## src/logic/cpuPkg.sv

```systemverilog
// Core widths, opcodes, instruction union, phase and control structs
`default_nettype none

package cpuPkg;

  //////////////////////////////////////////////////////////////////////
  // Widths and basic types
  //////////////////////////////////////////////////////////////////////

  localparam int dataW    = 8;
  localparam int regAddrW = 4;
  localparam int pcW      = 8;
  localparam int opW      = 5;
  localparam int instrW   = 25;

  typedef logic [dataW-1:0]    dataT;
  typedef logic [regAddrW-1:0] regAddrT;
  typedef logic [pcW-1:0]      pcT;

  //////////////////////////////////////////////////////////////////////
  // Opcodes, anything not listed executes as a no-operation
  //////////////////////////////////////////////////////////////////////

  localparam logic [opW-1:0] opAdd = 5'd0;
  localparam logic [opW-1:0] opSub = 5'd1;
  localparam logic [opW-1:0] opAnd = 5'd2;
  localparam logic [opW-1:0] opOr  = 5'd3;
  localparam logic [opW-1:0] opXor = 5'd4;
  localparam logic [opW-1:0] opShl = 5'd5;
  localparam logic [opW-1:0] opShr = 5'd6;
  localparam logic [opW-1:0] opNot = 5'd7;
  localparam logic [opW-1:0] opSlt = 5'd8;
  localparam logic [opW-1:0] opJc  = 5'd16;  // Jump if carry
  localparam logic [opW-1:0] opJnc = 5'd17;
  localparam logic [opW-1:0] opJmp = 5'd18;
  localparam logic [opW-1:0] opOut = 5'd21;
  localparam logic [opW-1:0] opJz  = 5'd27;  // Jump if zero
  localparam logic [opW-1:0] opJnz = 5'd28;

  //////////////////////////////////////////////////////////////////////
  // Instruction word, two views of the same 25 bits
  //////////////////////////////////////////////////////////////////////

  typedef struct packed {
    logic [opW-1:0] opcode;
    regAddrT        destin;
    regAddrT        source1;
    regAddrT        source2;
    logic [7:0]     unused;
  } instrRegT;

  // immFlag shares bit 8 with the low bit of source2
  typedef struct packed {
    logic [opW-1:0] opcode;
    regAddrT        destin;
    regAddrT        source1;
    logic [2:0]     pad;
    logic           immFlag;
    dataT           immValue;  // Operand or jump target
  } instrImmT;

  typedef union packed {
    instrRegT regForm;
    instrImmT immForm;
  } instrT;

  typedef struct packed {
    logic t0;
    logic t1;
    logic t2;
    logic t3;
    logic t4;
  } phaseT;

  typedef struct packed {
    logic instRead;
    logic regRead;
    logic aluSave;
    logic flagSave;
    logic outWrite;
    logic regWrite;
    logic pcJump;
    logic pcStep;
  } ctrlT;

endpackage

`default_nettype wire

```

## src/logic/alu.sv

```systemverilog
// ALU with operand select, result register and zero and carry flags
`timescale 1ns/10ps
`default_nettype none

module alu (
  input  wire                    clk,
  input  wire                    Reset,
  input  cpuPkg::ctrlT           ctrl,
  input  wire [cpuPkg::opW-1:0]  opcode,
  input  cpuPkg::dataT           op1,
  input  cpuPkg::dataT           regOp2,
  input  wire                    immFlag,
  input  cpuPkg::dataT           immValue,
  output cpuPkg::dataT           result,
  output logic                   zFlag,
  output logic                   cFlag
);

  cpuPkg::dataT            op2;
  logic [cpuPkg::dataW:0]  calc;  // Bit 8 becomes the carry

  assign op2 = immFlag ? immValue : regOp2;

  always_comb begin
    case (opcode)
      cpuPkg::opAdd: calc = {1'b0, op1} + {1'b0, op2};
      cpuPkg::opSub: calc = {1'b0, op1} - {1'b0, op2};  // Borrow lands in bit 8
      cpuPkg::opAnd: calc = {1'b0, op1 & op2};
      cpuPkg::opOr:  calc = {1'b0, op1 | op2};
      cpuPkg::opXor: calc = {1'b0, op1 ^ op2};
      cpuPkg::opShl: calc = {op1, 1'b0};  // Shifted-out bit is the carry
      cpuPkg::opShr: calc = {2'b00, op1[cpuPkg::dataW-1:1]};
      cpuPkg::opNot: calc = {1'b0, ~op1};
      cpuPkg::opSlt: begin
        calc = '0;
        calc[0] = (op1 < op2);
      end
      default: calc = '0;
    endcase
  end

  //////////////////////////////////////////////////////////////////////
  // Result and flags, loaded in T2
  //////////////////////////////////////////////////////////////////////

  always_ff @(posedge clk or posedge Reset) begin
    if (Reset) begin
      result <= '0;
    end else if (ctrl.aluSave) begin
      result <= calc[cpuPkg::dataW-1:0];
    end
  end

  always_ff @(posedge clk or posedge Reset) begin
    if (Reset) begin
      zFlag <= 1'b0;
      cFlag <= 1'b0;
    end else if (ctrl.flagSave) begin
      zFlag <= (calc[cpuPkg::dataW-1:0] == '0);
      cFlag <= calc[cpuPkg::dataW];
    end
  end

endmodule

`default_nettype wire

```

## src/logic/controlUnit.sv

```systemverilog
// Phase-gated control decoder with conditional jumps
`timescale 1ns/10ps
`default_nettype none

module controlUnit (
  input  cpuPkg::phaseT phase,
  input  cpuPkg::instrT instr,
  input  wire           zFlag,
  input  wire           cFlag,
  output cpuPkg::ctrlT  ctrl
);

  logic [cpuPkg::opW-1:0] opcode;
  logic                   aluOp;
  logic                   outOp;
  logic                   jumpTaken;

  assign opcode = instr.regForm.opcode;  // Same field in both forms

  //////////////////////////////////////////////////////////////////////
  // Per-opcode enables
  //////////////////////////////////////////////////////////////////////

  always_comb begin
    aluOp     = 1'b0;
    outOp     = 1'b0;
    jumpTaken = 1'b0;
    case (opcode)
      cpuPkg::opAdd,
      cpuPkg::opSub,
      cpuPkg::opAnd,
      cpuPkg::opOr,
      cpuPkg::opXor,
      cpuPkg::opShl,
      cpuPkg::opShr,
      cpuPkg::opNot,
      cpuPkg::opSlt: begin
        aluOp = 1'b1;
      end
      cpuPkg::opOut: begin
        outOp = 1'b1;
      end
      cpuPkg::opJmp: begin
        jumpTaken = 1'b1;
      end
      cpuPkg::opJz: begin
        jumpTaken = zFlag;
      end
      cpuPkg::opJnz: begin
        jumpTaken = ~zFlag;
      end
      cpuPkg::opJc: begin
        jumpTaken = cFlag;
      end
      cpuPkg::opJnc: begin
        jumpTaken = ~cFlag;
      end
      default: begin
        aluOp = 1'b0;  // No-operation
      end
    endcase
  end

  //////////////////////////////////////////////////////////////////////
  // Gate enables by phase
  //////////////////////////////////////////////////////////////////////

  assign ctrl.instRead = phase.t0;
  assign ctrl.regRead  = phase.t1;
  assign ctrl.aluSave  = phase.t2 & aluOp;
  assign ctrl.flagSave = phase.t2 & aluOp;
  assign ctrl.outWrite = phase.t3 & outOp;
  assign ctrl.regWrite = phase.t4 & aluOp;
  assign ctrl.pcJump   = phase.t4 & jumpTaken;
  assign ctrl.pcStep   = phase.t4 & ~jumpTaken;  // Default is next word

endmodule

`default_nettype wire

```

## src/logic/cpuTop.sv

```systemverilog
// Processor top level with output port register
`timescale 1ns/10ps
`default_nettype none

module cpuTop #(
  parameter int numRegs = 16
) (
  input  wire           clk,
  input  wire           Reset,
  input  cpuPkg::instrT instrIn,
  output cpuPkg::pcT    progAddr,
  output cpuPkg::dataT  outPort,
  output logic          outValid
);

  cpuPkg::phaseT phase;
  cpuPkg::ctrlT  ctrl;
  cpuPkg::instrT instr;
  cpuPkg::dataT  rdData1;
  cpuPkg::dataT  rdData2;
  cpuPkg::dataT  result;
  logic          zFlag;
  logic          cFlag;

  phaseGen phaseGen_i (
    .clk   (clk),
    .Reset (Reset),
    .phase (phase)
  );

  fetchUnit fetchUnit_i (
    .clk      (clk),
    .Reset    (Reset),
    .ctrl     (ctrl),
    .instrIn  (instrIn),
    .progAddr (progAddr),
    .instr    (instr)
  );

  controlUnit controlUnit_i (
    .phase (phase),
    .instr (instr),
    .zFlag (zFlag),
    .cFlag (cFlag),
    .ctrl  (ctrl)
  );

  regFile #(
    .numRegs (numRegs)
  ) regFile_i (
    .clk     (clk),
    .Reset   (Reset),
    .ctrl    (ctrl),
    .wrAddr  (instr.regForm.destin),
    .rdAddr1 (instr.regForm.source1),
    .rdAddr2 (instr.regForm.source2),
    .wrData  (result),
    .rdData1 (rdData1),
    .rdData2 (rdData2)
  );

  alu alu_i (
    .clk      (clk),
    .Reset    (Reset),
    .ctrl     (ctrl),
    .opcode   (instr.regForm.opcode),
    .op1      (rdData1),
    .regOp2   (rdData2),
    .immFlag  (instr.immForm.immFlag),
    .immValue (instr.immForm.immValue),
    .result   (result),
    .zFlag    (zFlag),
    .cFlag    (cFlag)
  );

  //////////////////////////////////////////////////////////////////////
  // Output port, loaded in T3 and flagged valid during T4
  //////////////////////////////////////////////////////////////////////

  always_ff @(posedge clk or posedge Reset) begin
    if (Reset) begin
      outPort  <= '0;
      outValid <= 1'b0;
    end else begin
      outValid <= ctrl.outWrite;  // One-cycle pulse
      if (ctrl.outWrite) begin
        outPort <= rdData1;
      end
    end
  end

  // Write-back only in T4
  regWriteInT4: assert property (@(posedge clk) disable iff (Reset)
    ctrl.regWrite |-> phase.t4);

endmodule

`default_nettype wire

```

## src/logic/fetchUnit.sv

```systemverilog
// Program counter and instruction register
`timescale 1ns/10ps
`default_nettype none

module fetchUnit (
  input  wire           clk,
  input  wire           Reset,
  input  cpuPkg::ctrlT  ctrl,
  input  cpuPkg::instrT instrIn,
  output cpuPkg::pcT    progAddr,
  output cpuPkg::instrT instr
);

  cpuPkg::pcT pc;

  //////////////////////////////////////////////////////////////////////
  // Program counter, updated in T4
  //////////////////////////////////////////////////////////////////////

  always_ff @(posedge clk or posedge Reset) begin
    if (Reset) begin
      pc <= '0;
    end else if (ctrl.pcJump) begin
      pc <= instr.immForm.immValue;  // Jump target
    end else if (ctrl.pcStep) begin
      pc <= pc + cpuPkg::pcT'(1);
    end
  end

  assign progAddr = pc;

  //////////////////////////////////////////////////////////////////////
  // Instruction register, loaded at end of T0
  //////////////////////////////////////////////////////////////////////

  always_ff @(posedge clk or posedge Reset) begin
    if (Reset) begin
      instr <= '0;
    end else if (ctrl.instRead) begin
      instr <= instrIn;
    end
  end

endmodule

`default_nettype wire

```

## src/logic/phaseGen.sv

```systemverilog
// Five-phase timing generator T0 to T4
`timescale 1ns/10ps
`default_nettype none

module phaseGen (
  input  wire           clk,
  input  wire           Reset,
  output cpuPkg::phaseT phase
);

  logic [2:0] count;

  always_ff @(posedge clk or posedge Reset) begin
    if (Reset) begin
      count <= 3'd7;  // Idle, no phase active
    end else if (count >= 3'd4) begin
      count <= 3'd0;  // Wrap after T4, also leaves idle
    end else begin
      count <= count + 3'd1;
    end
  end

  assign phase.t0 = (count == 3'd0);
  assign phase.t1 = (count == 3'd1);
  assign phase.t2 = (count == 3'd2);
  assign phase.t3 = (count == 3'd3);
  assign phase.t4 = (count == 3'd4);

  // Once running the phase stays one-hot for good
  phaseOneHot: assert property (@(posedge clk) disable iff (Reset)
    $onehot(phase) |=> $onehot(phase));

endmodule

`default_nettype wire

```

## src/logic/regFile.sv

```systemverilog
// Register file, one write port and two registered read ports
`timescale 1ns/10ps
`default_nettype none

module regFile #(
  parameter int numRegs = 16
) (
  input  wire             clk,
  input  wire             Reset,
  input  cpuPkg::ctrlT    ctrl,
  input  cpuPkg::regAddrT wrAddr,
  input  cpuPkg::regAddrT rdAddr1,
  input  cpuPkg::regAddrT rdAddr2,
  input  cpuPkg::dataT    wrData,
  output cpuPkg::dataT    rdData1,
  output cpuPkg::dataT    rdData2
);

  cpuPkg::dataT regs [numRegs];

  // Write in T4
  always_ff @(posedge clk or posedge Reset) begin
    if (Reset) begin
      for (int i = 0; i < numRegs; i++) begin
        regs[i] <= '0;
      end
    end else if (ctrl.regWrite && int'(wrAddr) < numRegs) begin
      regs[wrAddr] <= wrData;
    end
  end

  // Read ports latch in T1
  always_ff @(posedge clk or posedge Reset) begin
    if (Reset) begin
      rdData1 <= '0;
      rdData2 <= '0;
    end else if (ctrl.regRead) begin
      rdData1 <= (int'(rdAddr1) < numRegs) ? regs[rdAddr1] : '0;
      rdData2 <= (int'(rdAddr2) < numRegs) ? regs[rdAddr2] : '0;
    end
  end

  // Written register must exist when fewer than 16 are built
  writeInRange: assert property (@(posedge clk) disable iff (Reset)
    ctrl.regWrite |-> int'(wrAddr) < numRegs);

endmodule

`default_nettype wire

```

## config.mk

```make
export PLATFORM = sky130hd
export DESIGN_NAME = cpuTop
export DESIGN_NICKNAME = d
export VERILOG_FILES = /design/src/logic/cpuPkg.sv /design/src/logic/alu.sv /design/src/logic/controlUnit.sv /design/src/logic/cpuTop.sv /design/src/logic/fetchUnit.sv /design/src/logic/phaseGen.sv /design/src/logic/regFile.sv
export SDC_FILE = /design/constraint.sdc
export NUM_CORES = 1
export LEC_CHECK = 0
export ABC_AREA = 0
export BUFFER_PORTS_ARGS = -buffer_cell sky130_fd_sc_hd__buf_2
export CAP_MARGIN = 20
export CELL_PAD_IN_SITES_DETAIL_PLACEMENT = 1
export CELL_PAD_IN_SITES_GLOBAL_PLACEMENT = 1
export CORE_UTILIZATION = 52
export CTS_CLUSTER_DIAMETER = 120
export DETAILED_ROUTE_END_ITERATION = 10
export PLACE_DENSITY_LB_ADDON = 0.08
export SLEW_MARGIN = 0
export SYNTH_ARGS = -nofsm -noshare
export SYNTH_HDL_FRONTEND = slang
export SYNTH_SLANG_ARGS = --single-unit
```

## constraint.sdc

```tcl
create_clock -name clk -period 7.4 [get_ports clk]
set_clock_uncertainty 0.05 [all_clocks]
set_input_delay 0 -clock clk [delete_from_list [all_inputs] [get_ports clk]]
set_output_delay 0 -clock clk [all_outputs]
set_load 0.05 [all_outputs]
```

## Word level (Yosys, flattened, before mapping)

Cells that the tools add are included.

- Register bits after elaboration: 199
- Bits in latches: 0
- Bits in writable memories: 0
- ROM bits: 0
- Output and inout bits: 17
- Logic and storage cells: 92
- Memories: 0

- Add/subtract/negate cells: 4
- Multiply operators: 0
- Divide/modulo/power cells: 0
- Magnitude comparators: 6
- Equal/unequal tests: 18
- Shifts and indexed selects: 0
- Multiplexer cells: 17
- Bitwise logic cells: 15
- Reductions and logical operators: 6

Operators by type and width:

| kind | number |
|---|---|
| bitwise mux 128 bit | 1 |
| one-hot mux 9 bit (9 select lines) | 1 |
| binary-select mux 8 bit (select 4 bit) | 2 |
| two-way mux 8 bit | 8 |
| demux 8 bit (select 4 bit) | 1 |
| equality test 5 bit, second input constant | 6 |
| equality test 5 x 3 -> 1 bit, second input constant | 4 |
| greater-or-equal comparator 5 bit, second input constant | 3 |
| NOT 4 -> 5 bit | 3 |
| equality test 5 x 2 -> 1 bit, second input constant | 2 |
| adder 8 x 8 -> 9 bit | 1 |
| OR reduction 9 bit | 1 |
| subtractor 8 x 8 -> 9 bit | 1 |
| adder 8 x 1 -> 8 bit, second input constant | 1 |
| AND 8 bit | 1 |
| zero test 8 bit | 1 |
| < comparator 8 bit | 1 |
| NOT 8 bit | 1 |
| OR 8 bit | 1 |
| XOR 8 bit | 1 |
| equality test 3 x 2 -> 1 bit, second input constant | 2 |
| AND 1 bit | 5 |
| equality test 5 x 1 -> 1 bit, second input constant | 1 |
| equality test 5 x 4 -> 1 bit, second input constant | 1 |
| other kinds (13) | 16 |

## Logic depth before layout (Yosys ltp)

- Depth in word-level cells: 6
- Gate-level depth with buffers: 13
- Mapped depth without buffers: 11

## Modules after synthesis

A second synthesis with hierarchy kept.

- Cells, all modules: 877
- Area, all modules: 11432.2 µm²

By module, submodules not included:

| module | times used | cells each | area an instance (µm²) | sequential area each (µm²) |
|---|---|---|---|---|
| regFile | 1 | 477 | 7448.4 | 3603.5 |
| alu | 1 | 238 | 1901.8 | 250.2 |
| fetchUnit | 1 | 103 | 1376.3 | 825.8 |
| cpuTop | 1 | 19 | 360.3 | 225.2 |
| phaseGen | 1 | 19 | 195.2 | 78.8 |
| controlUnit | 1 | 21 | 150.1 | 0.0 |

## Worst setup path before layout

No wires, ideal clock.

- Kind: flip-flop to flip-flop
- Start: register fetchUnit_i.instr[8] (netlist bit)
- End: register alu_i.zFlag
- Arrival time: 3.038 ns
- Path slack: 4.202 ns
- Stages on the path, launching flop included: 12
- Buffers on the path: 2
- Clock period less this slack: 3.198 ns
- Cells stage by stage: dfrtp_1 > clkbuf_1 > buf_1 > mux2i_1 > inv_1 > ha_1 > fa_1 > a21o_1 > a311oi_1 > o221a_2 > o21ai_0 > o41ai_1

- Word-level cells in the longest chain between the ends: 4

RTL lines:

| item | line | text |
|---|---|---|
| start, declared | fetchUnit.sv:11 | `output cpuPkg::instrT instr` |
| start signal, assigned | fetchUnit.sv:40 | `instr <= instrIn;` |
| two-way mux 8 bit (*) | alu.sv:22 | `assign op2 = immFlag ? immValue : regOp2;` |
| subtractor 8 x 8 -> 9 bit (tied with other cells) | alu.sv:27 | `cpuPkg::opSub: calc = {1'b0, op1} - {1'b0, op2};` |
| one-hot mux 9 bit (9 select lines) (*) | alu.sv:25 | `case (opcode)` |
| zero test 8 bit (*) | alu.sv:59 | `zFlag <= (calc[cpuPkg::dataW-1:0] == '0);` |
| end signal, assigned | alu.sv:59 |  |
| end, declared | alu.sv:15 | `output logic zFlag,` |

Mark *: on every way between the ends. The rest lies on a longest branch, timed or not.
A chain may end at the register's enable or synchronous reset.

## Worst setup path in the final report

Ends and elaborated chain as after synthesis.

==> results.md <==
* Outcome: finished, final reports clean
* Placed cell count at 1090
* Post-DP HPWL at 20300 microns
* Drt total wl at 29200 microns
* Root buf cell: clkbuf_16
* FP Rows at 53
* Total gr overflow at 0
* Post-CTS Setup Repair Bufs at 0
* Initial antenna violation count at 0
* Hold-fix buffers, CTS at 26
* CP arrival at 3.58 ns
* RSZ-0062 raised after global routing: false
* DRT antenna net count at 0
* Commonest non-fill, non-tap cells in the layout: 192 x dfrtp_1, 167 x mux2_2, 82 x mux4_2, 43 x buf_2, 33 x nand2_1
* Crit path capture type: flip-flop
* DIE HEIGHT at 148 microns
* Detailed Route Iter0 Violations at 352
* Worst path max stage delay at 0.58 ns
* Synth Net Count at 880
* Detail-routed net length per standard cell at 25.4 microns
* Yosys cell types at 68
* CP max-delay cell: dfrtp_2
* Drt first pass iters at 6
* Die area at 0.0220 sq mm
* Slew Limit Headroom at 37.2%
* Fmax at 301 MHz
* Die width at 148 microns
* Setup-failing EPs final at 0
* Share of cells above drive strength 1 at 41.8%
* CP Max Fanout at 9
* CTS Buf Count at 17
* Htree depth at 4
* Slew at the pin closest to its max-slew limit at 0.942 ns
* Area grow syn2layout at 11.5%
* Cell Chain, Critical Path: mux2i_1, inv_1, ha_1, fa_1, a21o_1, a311oi_1, o221a_2, o21ai_0, o41ai_1
* Post-Synthesis Cells at 820
* Initial Util at 53.0%
* Type of origin of the critical path: flip-flop
* Max Cap Viol at 0
* Number of synthesized flops with an enable pin at 0
* Drt via density at 6.31
* Reg2reg end: alu_i.zFlag
* Worst min path class: input pin to asynchronous set/reset pin
* Post-Syn Area per Cell at 13.6 sq um
* First-pass GRT wire length at 47500 microns
* GPL Wtd Cong at 0.893
* Post-CTS sizing at 0
* Number of global-route vias before repair at 8063
* Pwr/cell area at 210 mW/mm^2
* GRT Total Usage at 28.9%
* CP Data Required Time at 7.66 ns
* Crit path buf inv count at 1
* Mapped Area at 0.0111 sq mm
* Largest delay share family, worst path: compound AO/OA/AOI/OAI gates
* Worst R2R Setup Slack at 4.08 ns
* Ys async rst share at 100%
* R2r startpoint: fetchUnit_i.instr[8]
* Finished Layout Cells at 1148
* VDD IR max at 0.157 mV
* Via count at 7246
* Fin worst setup slack at 4.08 ns
* Buffers on Ports at 43
* Setup CP Type: flip-flop to flip-flop
* Min cycle time layout at 3.32 ns
* Fin. Hold Viols at 0
* CTS Buffer Depth at 2
* Seq/Total Area, Yosys at 44.7%
* Layout Nets at 921
* P_leak at 0.00569 uW
* ANT cells at 0
* Reg clk slew, reported paths at 0.08 ns
* Flops & latches, synth at 199
* Pin count of the biggest net entering global routing at 130
* Core Util, Final at 59.1%
* Place WS at 4.22 ns
* Total Neg Setup Slack at 0 ns
* Final period utilization at 44.9%
* Clk_lat worst skew at 0.44 ns
* Drc violations at 0
* CTS sink count at 199
* CTS tree: yes
* Yosys warning count at 0
* Post-synth top flop: dfrtp_1
* Number of fill cells at 2012
* FF-to-FF path depth at 9
* Ports at 44
* Slew Viols, Final at 0
* Core ar. at 0.0210 sq mm
* Commonest non-fill, non-tap cell in the layout: dfrtp_1
-- how the worst max path moves through the flow --
stage,cells after the start,slack [ns],from,end
3_3_place_gp,8,4.34,fetchUnit_i.instr[8],alu_i.zFlag
5_1_grt,9,3.97,fetchUnit_i.instr[8],alu_i.zFlag
2_1_floorplan,1,1.93,Reset,alu_i.cFlag
6_report,9,4.08,fetchUnit_i.instr[8],alu_i.zFlag
4_1_cts,9,4.16,fetchUnit_i.instr[8],alu_i.zFlag
3_5_place_dp,9,4.22,fetchUnit_i.instr[8],alu_i.zFlag
-- flip-flops by register name, indices dropped and copies added, names as in the netlist --
signal / cells
alu_i.cFlag: 1
fetchUnit_i.instr: 25
fetchUnit_i.progAddr: 8
outPort: 8
regFile_i.regs: 128
alu_i.zFlag: 1
phaseGen_i.count: 3
alu_i.result: 8
regFile_i.rdData2: 8
outValid: 1
regFile_i.rdData1: 8
-- area by class of cell --
cell class                 instances  area (sq um)  share of cell area (%)
clock inverter                    14           178                    1.43
multi-input combinational        541          5830                    46.9
tap                              275           344                    2.77
sequential                       199          4990                    40.1
clock buffer                      17           425                    3.42
inverter                          23          93.8                   0.755
timing repair buffer              79           571                    4.59
-- cell families after synthesis --
family,share of synthesized area [%]
buf+inv,3.03
xor+xnor,0.314
compound gates,5.92
mux,35.9
flops,44.7
simple gates,6.33
fa+ha+maj,3.84
-- metal layers --
layer  up-vias  part of all wire (%)  track usage (%)
met5         -                     0                0
met4         0                   1.8             7.89
met3        29                   3.5             4.14
met2       146                    53             49.8
met1      3897                    42             38.2
li1       3174                     -                -
-- synthesized netlist by cell type (all sizes together), types with 3 or more instances --
| cell type | number | share of area, % |
|---|---|---|
| a221o | 3 | 0.27 |
| nand2 | 34 | 1.2 |
| a21o | 3 | 0.20 |
| dfrtp | 196 | 44 |
| clkbuf | 35 | 1.2 |
| nand3b | 3 | 0.20 |
| dfstp | 3 | 0.71 |
| mux4 | 82 | 17 |
| nor2 | 36 | 1.5 |
| a221oi | 4 | 0.31 |
| nand2b | 10 | 0.63 |
| nor3 | 9 | 0.49 |
| a211oi | 3 | 0.20 |
| mux2i | 15 | 1.3 |
| ha | 31 | 3.5 |
| o221ai | 3 | 0.24 |
| nand3 | 15 | 0.67 |
| o311ai | 3 | 0.24 |
| and3 | 4 | 0.22 |
| o21ai | 24 | 1.1 |
| o21bai | 3 | 0.20 |
| inv | 23 | 0.77 |
| o211ai | 3 | 0.20 |
| or3 | 4 | 0.27 |
| mux2 | 175 | 18 |
| a21oi | 29 | 1.3 |
| buf | 22 | 1.1 |
| nor2b | 8 | 0.45 |
-- metrics by stage --
step	hold WS (ns)	cell area, sq um	power, uW
global placement	0.180	11500	1650
finish	0.251	12400	2610
detailed placement	0.186	11500	1670
global route	0.272	12400	2720
CTS	0.260	12400	2630
floorplan	0.101	11100	1550
-- tightest hold or removal path: stages --
cell	delay (ns)
dlygate4sd3_1	0.53
buf_2	0.15
inv_8	0.59
-- where the power goes --
group          total [uW]  switching [uW]  internal [uW]
Clock                 947             487            460
Combinational         401             228            173
Sequential           1260             111           1150
Note: power is estimated with default switching activity, not from simulation.
